--- src/include/blit_defs.svh ---
// fixed 16-bit words and addresses; WORDS and LINES registers hold the count minus one
`ifndef BLIT_DEFS_SVH
`define BLIT_DEFS_SVH

`define BLIT_WORD_W         16      // VRAM data word
`define BLIT_ADDR_W         16      // VRAM word address
`define BLIT_REG_NUM_W      4       // local register number
`define BLIT_NIB_W          4       // nibbles per word, one mask bit each
`define BLIT_SHIFT_W        2       // nibble shift 0-3
`define BLIT_TVAL_W         8       // two transparent nibbles

// register numbers
`define BLIT_REG_CTRL       4'd0
`define BLIT_REG_VAL_C      4'd1
`define BLIT_REG_MOD_S      4'd2
`define BLIT_REG_SRC_S      4'd3    // source address, or the constant S
`define BLIT_REG_MOD_D      4'd4
`define BLIT_REG_DST_D      4'd5
`define BLIT_REG_SHIFT      4'd6
`define BLIT_REG_LINES      4'd7
`define BLIT_REG_WORDS      4'd8    // write queues the blit

// CTRL bit positions
`define BLIT_CTRL_S_CONST   0
`define BLIT_CTRL_C_AND     1
`define BLIT_CTRL_TRANSP    4
`define BLIT_CTRL_T_LSB     8       // high nibble for nibbles 3/1, low for 2/0

// SHIFT field positions
`define BLIT_SHIFT_F_LSB    12
`define BLIT_SHIFT_L_LSB    8
`define BLIT_SHIFT_A_LSB    0

`endif

--- src/hdl/blit_pkg.sv ---
// vector types and sequencer encoding; every width here follows the defs header
`include "blit_defs.svh"

package blit_pkg;

    typedef logic [`BLIT_WORD_W-1:0]  word_t;
    typedef logic [`BLIT_ADDR_W-1:0]  addr_t;

    // bit 3 masks the high nibble
    typedef logic [`BLIT_NIB_W-1:0]   nib_mask_t;

    typedef logic [`BLIT_SHIFT_W-1:0] shift_t;

    typedef enum logic [2:0] {
        IDLE,       // wait for a queued blit
        SETUP,      // copy queued bank to working bank
        LINE_BEG,   // load counters, start first access of the line
        RD_S,       // source read
        WR_D,       // destination write
        LINE_END    // add modulo values, next line or finish
    } blit_state_t;

endpackage

--- src/hdl/blit_regs.sv ---
// no back-pressure on writes; a write while full_o is high overwrites the queued blit
`timescale 1ns/1ps
`include "blit_defs.svh"

module blit_regs (
    input  logic                        clk,
    input  logic                        reset_i,
    input  logic                        reg_wr_i,
    input  logic [`BLIT_REG_NUM_W-1:0]  reg_num_i,
    input  blit_pkg::word_t             reg_data_i,
    input  logic                        setup_i,
    output logic                        full_o,
    output logic                        s_const_o,
    output logic                        c_and_o,
    output logic                        transp_o,
    output logic [`BLIT_TVAL_W-1:0]     transp_val_o,
    output blit_pkg::shift_t            shift_o,
    output blit_pkg::nib_mask_t         f_mask_o,
    output blit_pkg::nib_mask_t         l_mask_o,
    output blit_pkg::word_t             val_c_o,
    output blit_pkg::word_t             mod_s_o,
    output blit_pkg::word_t             src_s_o,
    output blit_pkg::word_t             mod_d_o,
    output blit_pkg::word_t             dst_d_o,
    output blit_pkg::word_t             lines_o,
    output blit_pkg::word_t             words_o
);
    import blit_pkg::*;

    logic                       q_s_const;
    logic                       q_c_and;
    logic                       q_transp;
    logic [`BLIT_TVAL_W-1:0]    q_transp_val;
    shift_t                     q_shift;
    nib_mask_t                  q_f_mask;
    nib_mask_t                  q_l_mask;
    word_t                      q_val_c;
    word_t                      q_mod_s;
    word_t                      q_src_s;
    word_t                      q_mod_d;
    word_t                      q_dst_d;
    word_t                      q_lines;
    word_t                      q_words;

    // queue flag and control fields of the queued bank
    always_ff @(posedge clk) begin
        if (reset_i) begin
            full_o       <= 1'b0;
            q_s_const    <= 1'b0;
            q_c_and      <= 1'b0;
            q_transp     <= 1'b0;
            q_transp_val <= '0;
            q_shift      <= '0;
            q_f_mask     <= '0;
            q_l_mask     <= '0;
        end else begin
            if (setup_i) begin
                full_o <= 1'b0;
            end
            if (reg_wr_i && reg_num_i == `BLIT_REG_WORDS) begin
                full_o <= 1'b1;                             // wins over setup, re-queues
            end
            if (reg_wr_i && reg_num_i == `BLIT_REG_CTRL) begin
                q_s_const    <= reg_data_i[`BLIT_CTRL_S_CONST];
                q_c_and      <= reg_data_i[`BLIT_CTRL_C_AND];
                q_transp     <= reg_data_i[`BLIT_CTRL_TRANSP];
                q_transp_val <= reg_data_i[`BLIT_CTRL_T_LSB +: `BLIT_TVAL_W];
            end
            if (reg_wr_i && reg_num_i == `BLIT_REG_SHIFT) begin
                q_f_mask <= reg_data_i[`BLIT_SHIFT_F_LSB +: `BLIT_NIB_W];
                q_l_mask <= reg_data_i[`BLIT_SHIFT_L_LSB +: `BLIT_NIB_W];
                q_shift  <= reg_data_i[`BLIT_SHIFT_A_LSB +: `BLIT_SHIFT_W];
            end
        end
    end

    always_ff @(posedge clk) begin
        if (reg_wr_i) begin
            case (reg_num_i)
                `BLIT_REG_VAL_C: q_val_c <= reg_data_i;
                `BLIT_REG_MOD_S: q_mod_s <= reg_data_i;
                `BLIT_REG_SRC_S: q_src_s <= reg_data_i;
                `BLIT_REG_MOD_D: q_mod_d <= reg_data_i;
                `BLIT_REG_DST_D: q_dst_d <= reg_data_i;
                `BLIT_REG_LINES: q_lines <= reg_data_i;
                `BLIT_REG_WORDS: q_words <= reg_data_i;
                default: ;
            endcase
        end
    end

    // working bank, valid from the cycle after setup
    always_ff @(posedge clk) begin
        if (reset_i) begin
            s_const_o    <= 1'b0;
            c_and_o      <= 1'b0;
            transp_o     <= 1'b0;
            transp_val_o <= '0;
            shift_o      <= '0;
            f_mask_o     <= '0;
            l_mask_o     <= '0;
        end else if (setup_i) begin
            s_const_o    <= q_s_const;
            c_and_o      <= q_c_and;
            transp_o     <= q_transp;
            transp_val_o <= q_transp_val;
            shift_o      <= q_shift;
            f_mask_o     <= q_f_mask;
            l_mask_o     <= q_l_mask;
        end
    end

    always_ff @(posedge clk) begin
        if (setup_i) begin
            val_c_o <= q_val_c;
            mod_s_o <= q_mod_s;
            src_s_o <= q_src_s;
            mod_d_o <= q_mod_d;
            dst_d_o <= q_dst_d;
            lines_o <= q_lines;
            words_o <= q_words;
        end
    end

endmodule

--- src/hdl/blit_seq.sv ---
// WORDS and LINES hold count minus one (1-65536 words, 1-32768 lines); VRAM outputs held until ack
`timescale 1ns/1ps
`include "blit_defs.svh"

module blit_seq (
    input  logic                clk,
    input  logic                reset_i,
    input  logic                full_i,
    input  logic                s_const_i,
    input  blit_pkg::addr_t     src_s_i,
    input  blit_pkg::addr_t     dst_d_i,
    input  blit_pkg::addr_t     mod_s_i,
    input  blit_pkg::addr_t     mod_d_i,
    input  blit_pkg::word_t     lines_i,
    input  blit_pkg::word_t     words_i,
    input  logic                vram_ack_i,
    output logic                setup_o,
    output logic                line_beg_o,
    output logic                rd_acc_o,
    output logic                wr_acc_o,
    output logic                last_word_o,
    output logic                busy_o,
    output logic                done_o,
    output logic                vram_sel_o,
    output logic                vram_wr_o,
    output blit_pkg::addr_t     vram_addr_o
);
    import blit_pkg::*;

    blit_state_t            state_q;
    blit_state_t            state_n;
    logic                   sel_n;
    logic                   wr_n;
    addr_t                  addr_n;
    addr_t                  src_q;
    addr_t                  src_n;
    addr_t                  dst_q;
    addr_t                  dst_n;
    word_t                  lines_q;        // bit 15 set on the last line
    word_t                  lines_n;
    logic [`BLIT_WORD_W:0]  count_q;        // bit 16 set on the last word
    logic [`BLIT_WORD_W:0]  count_n;
    logic                   first_q;        // first LINE_BEG of a blit
    logic                   advance;
    addr_t                  src_cur;
    addr_t                  dst_cur;
    word_t                  lines_cur;

    assign advance     = !vram_sel_o || vram_ack_i;     // stall while an access waits

    // the working bank only becomes valid in the first LINE_BEG
    assign src_cur     = first_q ? src_s_i : src_q;
    assign dst_cur     = first_q ? dst_d_i : dst_q;
    assign lines_cur   = first_q ? lines_i : lines_q;

    assign busy_o      = (state_q != IDLE);
    assign done_o      = (state_q == LINE_END) && lines_q[`BLIT_WORD_W-1];
    assign setup_o     = (state_q == SETUP);
    assign line_beg_o  = (state_q == LINE_BEG);     // LINE_BEG never stalls
    assign rd_acc_o    = (state_q == RD_S) && vram_ack_i;
    assign wr_acc_o    = (state_q == WR_D) && vram_ack_i;
    assign last_word_o = count_q[`BLIT_WORD_W];

    always_comb begin
        state_n = state_q;
        sel_n   = 1'b0;
        wr_n    = 1'b0;
        addr_n  = vram_addr_o;
        src_n   = src_q;
        dst_n   = dst_q;
        lines_n = lines_q;
        count_n = count_q;
        case (state_q)
            IDLE: begin
                if (full_i) begin
                    state_n = SETUP;
                end
            end
            SETUP: begin
                state_n = LINE_BEG;
            end
            LINE_BEG: begin
                src_n   = src_cur;
                dst_n   = dst_cur;
                lines_n = lines_cur - 1'b1;                 // pre-decrement, underflow = last
                count_n = {1'b0, words_i} - 1'b1;
                sel_n   = 1'b1;
                if (s_const_i) begin
                    wr_n    = 1'b1;
                    addr_n  = dst_cur;
                    state_n = WR_D;
                end else begin
                    addr_n  = src_cur;
                    state_n = RD_S;
                end
            end
            RD_S: begin
                src_n   = vram_addr_o + 1'b1;
                sel_n   = 1'b1;
                wr_n    = 1'b1;
                addr_n  = dst_q;
                state_n = WR_D;
            end
            WR_D: begin
                dst_n   = vram_addr_o + 1'b1;
                count_n = count_q - 1'b1;
                if (last_word_o) begin
                    state_n = LINE_END;
                end else if (s_const_i) begin
                    sel_n   = 1'b1;                         // back-to-back writes
                    wr_n    = 1'b1;
                    addr_n  = vram_addr_o + 1'b1;
                end else begin
                    sel_n   = 1'b1;
                    addr_n  = src_q;
                    state_n = RD_S;
                end
            end
            LINE_END: begin
                src_n = src_q + mod_s_i;
                dst_n = dst_q + mod_d_i;
                if (!lines_q[`BLIT_WORD_W-1]) begin
                    state_n = LINE_BEG;
                end else if (full_i) begin
                    state_n = SETUP;                        // next blit already queued
                end else begin
                    state_n = IDLE;
                end
            end
            default: begin
                state_n = IDLE;
            end
        endcase
    end

    always_ff @(posedge clk) begin
        if (reset_i) begin
            state_q    <= IDLE;
            vram_sel_o <= 1'b0;
            vram_wr_o  <= 1'b0;
            first_q    <= 1'b0;
            lines_q    <= '0;
            count_q    <= '0;
        end else begin
            first_q <= (state_q == SETUP);
            if (advance) begin
                state_q    <= state_n;
                vram_sel_o <= sel_n;
                vram_wr_o  <= wr_n;
                lines_q    <= lines_n;
                count_q    <= count_n;
            end
        end
    end

    always_ff @(posedge clk) begin
        if (advance) begin
            vram_addr_o <= addr_n;
            src_q       <= src_n;
            dst_q       <= dst_n;
        end
    end

endmodule

--- src/hdl/blit_datapath.sv ---
// constant S is taken the cycle after setup; the stored source bits are cleared only by reset
`timescale 1ns/1ps
`include "blit_defs.svh"

module blit_datapath (
    input  logic                        clk,
    input  logic                        reset_i,
    input  logic                        setup_i,
    input  logic                        line_beg_i,
    input  logic                        rd_acc_i,
    input  logic                        wr_acc_i,
    input  logic                        last_word_i,
    input  blit_pkg::word_t             src_s_i,
    input  blit_pkg::word_t             val_c_i,
    input  logic                        c_and_i,
    input  logic                        transp_i,
    input  logic [`BLIT_TVAL_W-1:0]     transp_val_i,
    input  blit_pkg::shift_t            shift_i,
    input  blit_pkg::nib_mask_t         f_mask_i,
    input  blit_pkg::nib_mask_t         l_mask_i,
    input  blit_pkg::word_t             vram_data_i,
    output blit_pkg::word_t             vram_data_o,
    output blit_pkg::nib_mask_t         vram_wr_mask_o
);
    import blit_pkg::*;

    word_t          s_q;            // current S word
    logic [11:0]    prev_q;         // low three nibbles of the last read
    nib_mask_t      f_mask_q;
    nib_mask_t      t_mask;
    logic           setup_q;

    // right shift by nibbles, freed nibbles come from the previous word
    function automatic word_t shifter(input shift_t amt, input word_t data, input logic [11:0] prev);
        case (amt)
            2'd0:    return data;
            2'd1:    return {prev[3:0], data[15:4]};
            2'd2:    return {prev[7:0], data[15:8]};
            default: return {prev, data[15:12]};
        endcase
    endfunction

    // nibbles 3 and 1 compare with the high value, 2 and 0 with the low
    assign t_mask = transp_i ? {s_q[15:12] != transp_val_i[7:4],
                                s_q[11:8]  != transp_val_i[3:0],
                                s_q[7:4]   != transp_val_i[7:4],
                                s_q[3:0]   != transp_val_i[3:0]} : 4'hF;

    assign vram_data_o    = c_and_i ? (s_q & val_c_i) : (s_q ^ val_c_i);
    assign vram_wr_mask_o = f_mask_q & (last_word_i ? l_mask_i : 4'hF) & t_mask;

    always_ff @(posedge clk) begin
        if (reset_i) begin
            setup_q  <= 1'b0;
            prev_q   <= '0;
            f_mask_q <= '0;
        end else begin
            setup_q <= setup_i;
            if (rd_acc_i) begin
                prev_q <= vram_data_i[11:0];
            end
            if (line_beg_i) begin
                f_mask_q <= f_mask_i;
            end else if (wr_acc_i) begin
                f_mask_q <= '1;                             // first word done
            end
        end
    end

    always_ff @(posedge clk) begin
        if (setup_q) begin
            s_q <= src_s_i;                                 // constant S
        end else if (rd_acc_i) begin
            s_q <= shifter(shift_i, vram_data_i, prev_q);
        end
    end

endmodule

--- src/hdl/blitter.sv ---
// sole master on its VRAM port; the host should wait for full_o low before queueing again
`timescale 1ns/1ps
`include "blit_defs.svh"

module blitter (
    input  logic                        clk,
    input  logic                        reset_i,
    input  logic                        reg_wr_i,
    input  logic [`BLIT_REG_NUM_W-1:0]  reg_num_i,
    input  blit_pkg::word_t             reg_data_i,
    output logic                        busy_o,
    output logic                        full_o,
    output logic                        done_o,
    output logic                        vram_sel_o,
    output logic                        vram_wr_o,
    output blit_pkg::nib_mask_t         vram_wr_mask_o,
    output blit_pkg::addr_t             vram_addr_o,
    output blit_pkg::word_t             vram_data_o,
    input  logic                        vram_ack_i,
    input  blit_pkg::word_t             vram_data_i
);
    import blit_pkg::*;

    logic                       setup;
    logic                       line_beg;
    logic                       rd_acc;
    logic                       wr_acc;
    logic                       last_word;
    logic                       s_const;
    logic                       c_and;
    logic                       transp;
    logic [`BLIT_TVAL_W-1:0]    transp_val;
    shift_t                     shift;
    nib_mask_t                  f_mask;
    nib_mask_t                  l_mask;
    word_t                      val_c;
    word_t                      mod_s;
    word_t                      src_s;
    word_t                      mod_d;
    word_t                      dst_d;
    word_t                      lines;
    word_t                      words;

    blit_regs u_regs (
        .clk(clk), .reset_i(reset_i),
        .reg_wr_i(reg_wr_i), .reg_num_i(reg_num_i), .reg_data_i(reg_data_i),
        .setup_i(setup), .full_o(full_o),
        .s_const_o(s_const), .c_and_o(c_and), .transp_o(transp), .transp_val_o(transp_val),
        .shift_o(shift), .f_mask_o(f_mask), .l_mask_o(l_mask),
        .val_c_o(val_c), .mod_s_o(mod_s), .src_s_o(src_s), .mod_d_o(mod_d),
        .dst_d_o(dst_d), .lines_o(lines), .words_o(words)
    );

    blit_seq u_seq (
        .clk(clk), .reset_i(reset_i), .full_i(full_o), .s_const_i(s_const),
        .src_s_i(src_s), .dst_d_i(dst_d), .mod_s_i(mod_s), .mod_d_i(mod_d),
        .lines_i(lines), .words_i(words), .vram_ack_i(vram_ack_i),
        .setup_o(setup), .line_beg_o(line_beg), .rd_acc_o(rd_acc), .wr_acc_o(wr_acc),
        .last_word_o(last_word), .busy_o(busy_o), .done_o(done_o),
        .vram_sel_o(vram_sel_o), .vram_wr_o(vram_wr_o), .vram_addr_o(vram_addr_o)
    );

    blit_datapath u_datapath (
        .clk(clk), .reset_i(reset_i), .setup_i(setup), .line_beg_i(line_beg),
        .rd_acc_i(rd_acc), .wr_acc_i(wr_acc), .last_word_i(last_word),
        .src_s_i(src_s), .val_c_i(val_c), .c_and_i(c_and),
        .transp_i(transp), .transp_val_i(transp_val), .shift_i(shift),
        .f_mask_i(f_mask), .l_mask_i(l_mask), .vram_data_i(vram_data_i),
        .vram_data_o(vram_data_o), .vram_wr_mask_o(vram_wr_mask_o)
    );

endmodule

--- config.mk ---
export PLATFORM = sky130hd
export DESIGN_NAME = blitter
export DESIGN_NICKNAME = d
export VERILOG_FILES = /design/src/hdl/blit_pkg.sv /design/src/hdl/blit_regs.sv /design/src/hdl/blit_seq.sv /design/src/hdl/blit_datapath.sv /design/src/hdl/blitter.sv
export VERILOG_INCLUDE_DIRS = /design/src /design/src/include
export SDC_FILE = /design/constraint.sdc
export NUM_CORES = 1
export LEC_CHECK = 0
export BUFFER_PORTS_ARGS = -buffer_cell sky130_fd_sc_hd__buf_2
export CAP_MARGIN = 30
export CORE_ASPECT_RATIO = 0.8
export CORE_MARGIN = 1.5
export CORE_UTILIZATION = 35
export CTS_CLUSTER_DIAMETER = 30
export DETAILED_ROUTE_END_ITERATION = 10
export GPL_TIMING_DRIVEN = 0
export PLACE_DENSITY = 0.49
export SYNTH_ARGS = -nofsm -noshare
export SYNTH_HDL_FRONTEND = slang
export SYNTH_HIERARCHICAL = 1
export SYNTH_SLANG_ARGS = --single-unit
--- constraint.sdc ---
create_clock -name clk -period 13.64 [get_ports clk]
set_input_delay 2.046 -clock clk [delete_from_list [all_inputs] [get_ports clk]]
set_output_delay 2.046 -clock clk [all_outputs]
set_load 0.02 [all_outputs]
==> results of run 1 <==
-- layer usage --
metal  global-route usage  vias to the layer above
met5                    0                        -
li1                     -                     6151
met2                0.305                      531
met3               0.0476                       96
met4               0.0704                        0
met1                0.329                     6537
-- kinds of logic after synthesis --
group           Yosys count
simple gates            407
mux                     159
fa+ha+maj                51
buf+inv                 101
xor+xnor                 51
compound gates          336
flops                   387
-- power by group through the flow --
stage | sequential [mW] | clock, mW | combinational (mW)
final | 1.60 | 2.10 | 1.11
after global routing | 1.61 | 2.20 | 1.22
after CTS | 1.60 | 2.14 | 1.10
after detailed placement | 1.62 | 0 | 1.10
after global placement | 1.66 | 0 | 1.05
after floorplan | 1.59 | 0 | 0.749
-- stage by stage --
step,setup WS [ns],std cells
after global routing,8.73,2448
after floorplan,4.23,1492
after global placement,-1.29,2256
after detailed placement,9.26,2281
after CTS,8.87,2448
final,8.84,2449
-- cells in the final DEF, fill, tap and decap left out, drive strengths merged, types with 5 or more instances in the layout --
| cell type | Yosys | final |
|---|---|---|
| mux2 | 42 | 42 |
| mux2i | 96 | 96 |
| and2 | 5 | 5 |
| dfxtp | 99 | 99 |
| a32oi | 7 | 7 |
| o22ai | 14 | 14 |
| nor2b | 22 | 22 |
| nand3b | 5 | 5 |
| or3 | 14 | 14 |
| o21ai | 92 | 92 |
| and3 | 9 | 9 |
| nor4 | 11 | 11 |
| a31oi | 19 | 19 |
| clkinv | 0 | 31 |
| a21oi | 87 | 87 |
| a221o | 9 | 9 |
| nor2 | 119 | 119 |
| xor2 | 32 | 32 |
| nand3 | 25 | 25 |
| edfxtp | 288 | 288 |
| o211ai | 13 | 13 |
| and4 | 5 | 5 |
| clkinvlp | 0 | 14 |
| a21o | 15 | 15 |
| nor3 | 42 | 42 |
| bufinv | 0 | 6 |
| nand2 | 81 | 81 |
| inv | 22 | 30 |
| o221ai | 9 | 9 |
| clkbuf | 47 | 155 |
| nand4 | 12 | 12 |
| xnor2 | 19 | 19 |
| a22oi | 8 | 8 |
| nor3b | 5 | 5 |
| nand2b | 37 | 37 |
| a211oi | 12 | 12 |
| o21a | 8 | 8 |
| ha | 49 | 49 |
| mux4 | 21 | 21 |
| buf | 32 | 137 |
-- final timing paths --
kind / slack [ns] / cells past startpoint / end / start
min reg2reg: 0.41 / 0 / u_regs/dst_d_o[7] / u_regs/q_dst_d[7]
max: 8.84 / 5 / done_o / u_seq/state_q[2]
min: 0.41 / 0 / u_regs/dst_d_o[7] / u_regs/q_dst_d[7]
max reg2reg: 9.25 / 12 / u_seq/count_q[14] / u_seq/state_q[0]
-- area by class of cell --
cell class | instances | area, um2 | share of cell area
flip-flops and latches | 387 | 10600 | 0.463
multi-input cells | 1004 | 7310 | 0.318
clock buffers | 108 | 2420 | 0.105
well taps | 684 | 856 | 0.0373
repair buffers | 105 | 666 | 0.0290
clock inverters | 59 | 613 | 0.0267
plain buffers | 79 | 392 | 0.0170
inverters | 22 | 82.6 | 0.00359
diodes | 1 | 2.50 | 0.000109
-- worst max-delay path, cell delays in order, from the launching register on --
cell	delay, ns
dfxtp_1	0.30
buf_4	0.15
nor2b_1	0.55
clkbuf_1	0.60
and3_1	0.35
buf_2	0.20
==> metrics.txt, run 1 <==
# TYPE chip_impl_metric gauge
chip_impl_metric{name="ys_types",unit=""} 81
chip_impl_metric{name="timing.critical_path.fanout_max",unit=""} 10
chip_impl_metric{name="fp.dieH",unit="um"} 208
chip_impl_metric{name="timing.hold.ws",unit="ns"} 0.406
chip_impl_metric{name="post-synth-top-area-fraction",unit=""} 0.471
chip_impl_metric{name="final_layout_size_suffix_gt1_frac",unit=""} 0.209
chip_impl_metric{name="met2_length",unit="um"} 24300
chip_impl_metric{name="synth_nets",unit=""} 1583
chip_impl_metric{name="postSynthRegisterBits",unit=""} 387
chip_impl_metric{name="num_io_pins",unit=""} 81
chip_impl_metric{name="die_w",unit="um"} 259
chip_impl_metric{name="cts_setup_buffers",unit=""} 0
chip_impl_info{name="critPathLaunchType",value="register"} 1
chip_impl_metric{name="detailed_routing_iteration_count_for_the_pre_antenna_repair_pass",unit=""} 5
chip_impl_info{name="cts_tree",value="yes"} 1
chip_impl_metric{name="std_cell_rows",unit=""} 74
chip_impl_metric{name="dpl.hpwl",unit="um"} 41100
chip_impl_metric{name="viasPerCell",unit=""} 5.44
chip_impl_metric{name="initial_utilization",unit=""} 0.357
chip_impl_metric{name="ant_nets",unit=""} 0
chip_impl_metric{name="clock_skew",unit="ns"} 0.0340
chip_impl_metric{name="initialDrtViolationCount",unit=""} 1495
chip_impl_metric{name="wirelength_met1",unit="um"} 28200
chip_impl_info{name="regMostFlops",value="u_seq/count_q"} 1
chip_impl_metric{name="cts.sink_count",unit=""} 387
chip_impl_metric{name="timing.final.hold_violations",unit=""} 0
chip_impl_metric{name="max_freq",unit="MHz"} 208
chip_impl_metric{name="dieArea",unit="mm2"} 0.0539
chip_impl_metric{name="power.share.sequential",unit=""} 0.332
chip_impl_metric{name="setup_viol",unit=""} 0
chip_impl_metric{name="post_detailed_placement_cell_area",unit="mm2"} 0.0199
chip_impl_metric{name="cts_hold_repair.buffers",unit=""} 0
chip_impl_metric{name="post_synth_fa_ha_maj_area_fraction",unit=""} 0.0355
chip_impl_metric{name="final_core_util",unit=""} 0.446
chip_impl_metric{name="cts.path.max_buffers",unit=""} 3
chip_impl_metric{name="slew_violations",unit=""} 0
chip_impl_info{name="crit_path_end_kind",value="output pin"} 1
chip_impl_metric{name="internal_power",unit="mW"} 3.27
chip_impl_metric{name="finalWorstPathRequiredPeriod",unit="ns"} 4.80
chip_impl_metric{name="cts.clk_slew.worst_paths",unit="ns"} 0.05
chip_impl_metric{name="via_count",unit=""} 13315
chip_impl_metric{name="post_cts_resized",unit=""} 0
chip_impl_metric{name="synth-async-reset-ratio",unit=""} 0
chip_impl_metric{name="wire_length_of_the_first_global_routing_pass",unit="um"} 85700
chip_impl_metric{name="h_tree_lvl_count",unit=""} 3
chip_impl_info{name="path_class_of_the_lowest_slack_min_delay_path",value="reg2reg"} 1
chip_impl_metric{name="wl_met3",unit="um"} 3930
chip_impl_metric{name="net-switching-power",unit="mW"} 1.54
chip_impl_metric{name="io_buffers",unit=""} 80
chip_impl_metric{name="worst-slew-pin-transition",unit="ns"} 0.988
chip_impl_metric{name="drc_errors_left",unit=""} 0
chip_impl_metric{name="mappedNetlistArea",unit="mm2"} 0.0184
chip_impl_metric{name="fill_cells",unit=""} 4828
chip_impl_info{name="setup.worst_path.class",value="reg2out"} 1
chip_impl_info{name="grt_setup_unrepaired",value="false"} 1
chip_impl_metric{name="synth-compound-area-share",unit=""} 0.116
chip_impl_metric{name="worstPathArrival",unit="ns"} 2.76
chip_impl_info{name="most_area_hungry_cell_type_in_the_yosys_netlist",value="edfxtp_1"} 1
chip_impl_metric{name="synth-xor-area-share",unit=""} 0.0243
chip_impl_info{name="cts.root.buffer_cell",value="clkbuf_16"} 1
chip_impl_metric{name="finalWirelength",unit="um"} 58000
chip_impl_metric{name="cts-buffers-inserted",unit=""} 89
chip_impl_metric{name="worstPathRequired",unit="ns"} 11.59
chip_impl_metric{name="design_area",unit="mm2"} 0.0230
chip_impl_info{name="outcome",value="finished, final reports clean"} 1
chip_impl_metric{name="yosysSeqAreaShare",unit=""} 0.578
chip_impl_metric{name="max_vdd_drop",unit="mV"} 0.103
chip_impl_metric{name="cellPowerDensity",unit="mW/mm2"} 210
chip_impl_metric{name="timing.setup.tns",unit="ns"} 0
chip_impl_metric{name="grt_usage",unit=""} 0.217
chip_impl_metric{name="routed_length_per_instance",unit="um"} 23.7
chip_impl_metric{name="synth_cells",unit=""} 1492
chip_impl_metric{name="areaGrowthSynthToFinish",unit="%"} 25.0
chip_impl_metric{name="synthesized_area_per_cell",unit="um2"} 12.3
chip_impl_metric{name="headroom_to_the_max_slew_limit",unit=""} 0.338
chip_impl_metric{name="synth_enable_flop_cells",unit=""} 288
chip_impl_metric{name="final.period_utilization",unit=""} 0.352
chip_impl_metric{name="ys.warnings.count",unit=""} 6
chip_impl_metric{name="drv.max_cap_violation_count",unit=""} 0
chip_impl_metric{name="worst_skew_pair.late_latency",unit="ns"} 0.64
chip_impl_metric{name="combinationalPowerShare",unit=""} 0.231
chip_impl_metric{name="globalRouteOverflowTotal",unit=""} 0
chip_impl_metric{name="design_power_total",unit="mW"} 4.82
chip_impl_info{name="yosys_most_used_dff",value="edfxtp_1"} 1
chip_impl_info{name="netlist_top_cells_count",value="edfxtp_1, nor2_1, dfxtp_1"} 1
chip_impl_metric{name="power_switching_share",unit=""} 0.321
chip_impl_metric{name="first_global_vias",unit=""} 12910
chip_impl_metric{name="share_of_cell_area_taken_by_muxes_after_synthesis",unit=""} 0.107
chip_impl_info{name="leading_cell_type_by_number_of_instances_after_synthesis",value="edfxtp_1"} 1
chip_impl_info{name="largest_family_of_logic_cells_by_synthesized_area",value="compound AO/OA/AOI/OAI gates"} 1
chip_impl_metric{name="pwr-share-clk",unit=""} 0.437
chip_impl_metric{name="static-leakage-power",unit="nW"} 8.07
chip_impl_metric{name="basic_gate_share_of_the_synthesized_area_counting_and_or_nand_and_nor_cells",unit=""} 0.113
chip_impl_metric{name="core",unit="mm2"} 0.0515
chip_impl_metric{name="pin_count_of_the_biggest_net_entering_global_routing",unit=""} 17
chip_impl_metric{name="net_total_in_the_final_layout",unit=""} 1779
chip_impl_metric{name="largest_register_ff_count",unit=""} 17
chip_impl_info{name="maxUsedRoutingLayer",value="met4"} 1
chip_impl_metric{name="place_congestion",unit=""} 0.928
chip_impl_metric{name="antenna_found_initial",unit=""} 8
chip_impl_info{name="post_synth_main_area_contributors",value="edfxtp_1, dfxtp_1, mux2i_1"} 1
No activity file was read; power rests on OpenSTA's default activity.
==> inputs of run 2 (changes only) <==
--- a/config.mk
+++ b/config.mk
@@ -6,6 +6,7 @@
 export SDC_FILE = /design/constraint.sdc
 export NUM_CORES = 1
 export LEC_CHECK = 0
+export ABC_AREA = 1
 export BUFFER_PORTS_ARGS = -buffer_cell sky130_fd_sc_hd__buf_2
 export CAP_MARGIN = 30
 export CORE_ASPECT_RATIO = 0.8
==> constraint.sdc (replaced) <==
create_clock -name clk -period 4.9 [get_ports clk]
set_input_delay 0.735 -clock clk [delete_from_list [all_inputs] [get_ports clk]]
set_output_delay 0.735 -clock clk [all_outputs]
set_load 0.02 [all_outputs]
==> run 2 against run 1 <==
Against the previous run: synthesized area rose by 1.3%; via count up 11%; clock power increased to 2.8 times the previous value; clock skew decreased by 0.0091 ns; first-iteration DRC count decreased by 6.0%; combinational power rose to 3.0 times the previous value; wire length is 0.13% lower; non-clock buffer count decreased by 18.
==> metrics.txt, run 2 <==
# TYPE chip_impl_metric gauge
chip_impl_metric{name="worstPathRequired",unit="ns"} 4.16
chip_impl_metric{name="antenna_found_initial",unit=""} 7
chip_impl_info{name="leading_cell_type_by_number_of_instances_after_synthesis",value="nand2_1"} 1
chip_impl_metric{name="reg_to_reg_slack_setup",unit="ns"} 2.02
chip_impl_metric{name="cts_hold_repair.buffers",unit=""} 0
chip_impl_info{name="r2r_end",value="u_datapath/prev_q[11]"} 1
chip_impl_metric{name="finalWirelength",unit="um"} 57900
chip_impl_metric{name="areaGrowthSynthToFinish",unit="%"} 24.7
chip_impl_metric{name="largest_register_ff_count",unit=""} 17
chip_impl_metric{name="max_freq",unit="MHz"} 318
chip_impl_metric{name="headroom_to_the_max_slew_limit",unit=""} 0.389
chip_impl_metric{name="power_switching_share",unit=""} 0.326
chip_impl_metric{name="initial_utilization",unit=""} 0.355
chip_impl_metric{name="routed_length_per_instance",unit="um"} 19.5
chip_impl_metric{name="design_area",unit="mm2"} 0.0232
chip_impl_metric{name="slew_violations",unit=""} 0
chip_impl_metric{name="max_vdd_drop",unit="mV"} 0.366
chip_impl_info{name="rr_startpoint",value="u_seq/state_q[1]"} 1
chip_impl_info{name="critPathMostFrequentCell",value="nor2_1"} 1
chip_impl_metric{name="cts.path.max_buffers",unit=""} 3
chip_impl_metric{name="grt_usage",unit=""} 0.214
chip_impl_metric{name="maximum_cell_stage_delay_along_the_critical_path",unit="ns"} 0.37
chip_impl_info{name="netlist_top_cells_count",value="nand2_1, edfxtp_1, inv_1"} 1
chip_impl_metric{name="ys_types",unit=""} 48
chip_impl_info{name="layout.cells.most_common_list",value="nand2_1, edfxtp_1, inv_1"} 1
chip_impl_metric{name="synthesized_area_per_cell",unit="um2"} 9.21
chip_impl_metric{name="yosysSeqAreaShare",unit=""} 0.571
chip_impl_metric{name="setup_viol",unit=""} 0
chip_impl_info{name="most_area_hungry_cell_type_in_the_yosys_netlist",value="edfxtp_1"} 1
chip_impl_metric{name="power.share.sequential",unit=""} 0.324
chip_impl_metric{name="dpl.hpwl",unit="um"} 42200
chip_impl_metric{name="finalWorstPathRequiredPeriod",unit="ns"} 3.15
chip_impl_metric{name="drv.max_cap_violation_count",unit=""} 0
chip_impl_metric{name="cts.clk_slew.worst_paths",unit="ns"} 0.06
chip_impl_metric{name="worstPathArrival",unit="ns"} 2.41
chip_impl_metric{name="drc_errors_left",unit=""} 0
chip_impl_metric{name="timing.final.hold_violations",unit=""} 0
chip_impl_metric{name="first_global_vias",unit=""} 14226
chip_impl_metric{name="final.period_utilization",unit=""} 0.643
chip_impl_metric{name="cts-buffers-inserted",unit=""} 83
chip_impl_metric{name="synth_enable_flop_cells",unit=""} 288
chip_impl_metric{name="post_cts_resized",unit=""} 0
chip_impl_metric{name="pin_count_of_the_biggest_net_entering_global_routing",unit=""} 20
chip_impl_info{name="critPathLaunchType",value="register"} 1
chip_impl_metric{name="timing.critical_path.fanout_max",unit=""} 9
chip_impl_metric{name="net-switching-power",unit="mW"} 4.43
chip_impl_metric{name="clock_skew",unit="ns"} 0.0249
chip_impl_metric{name="globalRouteOverflowTotal",unit=""} 0
chip_impl_metric{name="h_tree_lvl_count",unit=""} 3
chip_impl_metric{name="worst_skew_pair.late_latency",unit="ns"} 0.61
chip_impl_metric{name="synth-async-reset-ratio",unit=""} 0
chip_impl_metric{name="wire_length_of_the_first_global_routing_pass",unit="um"} 87100
chip_impl_info{name="crit_path_cell_chain",value="buf_4 > nand2_2 > nor2_1 > inv_1 > nor2_1 > buf_2"} 1
chip_impl_metric{name="worst-slew-pin-transition",unit="ns"} 0.914
chip_impl_metric{name="fp.dieH",unit="um"} 209
chip_impl_info{name="crit_path_end_kind",value="output pin"} 1
chip_impl_metric{name="num_io_pins",unit=""} 81
chip_impl_metric{name="mappedNetlistArea",unit="mm2"} 0.0186
chip_impl_metric{name="net_total_in_the_final_layout",unit=""} 2291
chip_impl_info{name="post_synth_main_area_contributors",value="edfxtp_1, nand2_1, dfxtp_1"} 1
chip_impl_metric{name="via_count",unit=""} 14817
chip_impl_metric{name="viasPerCell",unit=""} 5.00
chip_impl_info{name="worst_hold_path.endpoint",value="u_datapath/prev_q[3]"} 1
chip_impl_metric{name="cellPowerDensity",unit="mW/mm2"} 586
chip_impl_metric{name="final_core_util",unit=""} 0.443
chip_impl_metric{name="ant_nets",unit=""} 0
chip_impl_metric{name="die_w",unit="um"} 261
chip_impl_metric{name="synth_nets",unit=""} 2113
chip_impl_metric{name="combinationalPowerShare",unit=""} 0.243
chip_impl_metric{name="post_detailed_placement_cell_area",unit="mm2"} 0.0202
chip_impl_metric{name="pwr-share-clk",unit=""} 0.433
chip_impl_info{name="cts_tree",value="yes"} 1
chip_impl_metric{name="post-synth-top-area-fraction",unit=""} 0.464
chip_impl_info{name="setup.worst_path.class",value="reg2out"} 1
chip_impl_metric{name="std_cell_rows",unit=""} 75
chip_impl_info{name="yosys_most_used_dff",value="edfxtp_1"} 1
chip_impl_metric{name="min_delay_path_depth",unit=""} 3
chip_impl_metric{name="synth_cells",unit=""} 2022
chip_impl_metric{name="postSynthRegisterBits",unit=""} 387
chip_impl_metric{name="ys.warnings.count",unit=""} 6
chip_impl_metric{name="fill_cells",unit=""} 5064
chip_impl_metric{name="final_layout_size_suffix_gt1_frac",unit=""} 0.155
chip_impl_metric{name="initialDrtViolationCount",unit=""} 1406
chip_impl_info{name="timing.critical_path.slowest_stage_cell",value="nor2_1"} 1
chip_impl_metric{name="io_buffers",unit=""} 79
chip_impl_info{name="cts.root.buffer_cell",value="clkbuf_16"} 1
chip_impl_metric{name="core",unit="mm2"} 0.0525
chip_impl_metric{name="internal_power",unit="mW"} 9.18
chip_impl_info{name="layout_commonest_cell",value="nand2_1"} 1
chip_impl_metric{name="cts.sink_count",unit=""} 387
chip_impl_info{name="path_class_of_the_lowest_slack_min_delay_path",value="in2reg"} 1
chip_impl_metric{name="cts_setup_buffers",unit=""} 0
chip_impl_metric{name="place_congestion",unit=""} 0.891
chip_impl_metric{name="static-leakage-power",unit="nW"} 9.58
chip_impl_info{name="regMostFlops",value="u_seq/count_q"} 1
chip_impl_info{name="hold_start",value="vram_data_i[3]"} 1
chip_impl_info{name="outcome",value="finished, final reports clean"} 1
chip_impl_metric{name="reg2regPathDepth",unit=""} 8
chip_impl_metric{name="timing.hold.ws",unit="ns"} 0.396
chip_impl_metric{name="detailed_routing_iteration_count_for_the_pre_antenna_repair_pass",unit=""} 6
chip_impl_metric{name="dieArea",unit="mm2"} 0.0546
chip_impl_info{name="grt_setup_unrepaired",value="false"} 1
## run 2: worst max path at each step
| stage | startpoint | end | slack, ns | cells past startpoint |
|---|---|---|---|---|
| 3_5_place_dp | u_seq/state_q[1] | u_datapath/s_q[6] | 1.97 | 6 |
| 6_report | u_seq/state_q[2] | done_o | 1.75 | 6 |
| 3_3_place_gp | u_seq/state_q[2] | u_regs/f_mask_o[0] | -1.99 | 7 |
| 5_1_grt | u_seq/state_q[2] | done_o | 1.67 | 6 |
| 2_1_floorplan | u_seq/state_q[2] | u_regs/l_mask_o[3] | 0.69 | 7 |
| 4_1_cts | u_seq/state_q[2] | done_o | 1.77 | 6 |
## run 2: power by group through the flow
| stage | registers, mW | clock network (mW) | logic [mW] |
|---|---|---|---|
| 2_1_floorplan | 4.37 | 0 | 2.20 |
| 3_3_place_gp | 4.53 | 0 | 3.09 |
| 3_5_place_dp | 4.47 | 0 | 3.28 |
| 4_1_cts | 4.42 | 6.00 | 3.29 |
| 5_1_grt | 4.45 | 6.17 | 3.70 |
| 6_report | 4.41 | 5.89 | 3.31 |
## run 2: stage by stage
| stage | worst slack [ns] | power (mW) | std cells | setup TNS [ns] |
|---|---|---|---|---|
| 2_1_floorplan | 0.689 | 6.57 | 2022 | 0 |
| 3_3_place_gp | -1.99 | 7.61 | 2794 | -127.81 |
| 3_5_place_dp | 1.97 | 7.74 | 2808 | 0 |
| 4_1_cts | 1.77 | 13.7 | 2964 | 0 |
| 5_1_grt | 1.67 | 14.3 | 2964 | 0 |
| 6_report | 1.75 | 13.6 | 2966 | 0 |
## run 2: cells by family after synthesis
family / after synthesis / share of synthesized area
flip-flops: 387 / 0.571
AND/OR/NAND/NOR: 969 / 0.219
multiplexers: 31 / 0.0177
AO/OA/AOI/OAI: 283 / 0.0874
XOR/XNOR: 16 / 0.00753
buffers and inverters: 285 / 0.0626
adder cells (fa/ha/maj): 51 / 0.0351
## run 2: final cells by class
class                      instances  area (um2)  share of cell area
antenna                            2        5.00            0.000216
buffer                            73         370              0.0160
clock buffer                      92        2150              0.0926
clock inverter                    64         851              0.0366
inverter                         212         796              0.0343
multi-input combinational       1350        6850               0.295
sequential                       387       10600               0.458
tap                              693         867              0.0373
timing repair buffer              93         693              0.0299
## run 2: critical path: cells and delay by family (launching register included)
kind          cells  cell delay (ns)
simple gates      3             0.78
buf+inv           3             0.70
flops             1             0.31
## run 2: routing by layer
layer,routed length [um],vias to the layer above,share of wire,global-route usage
met3,3590,68,0.062,0.0385
met5,0,-,0,0
met2,24300,466,0.42,0.304
met1,29000,7060,0.50,0.330
met4,974,0,0.017,0.0600
li1,-,7223,-,-
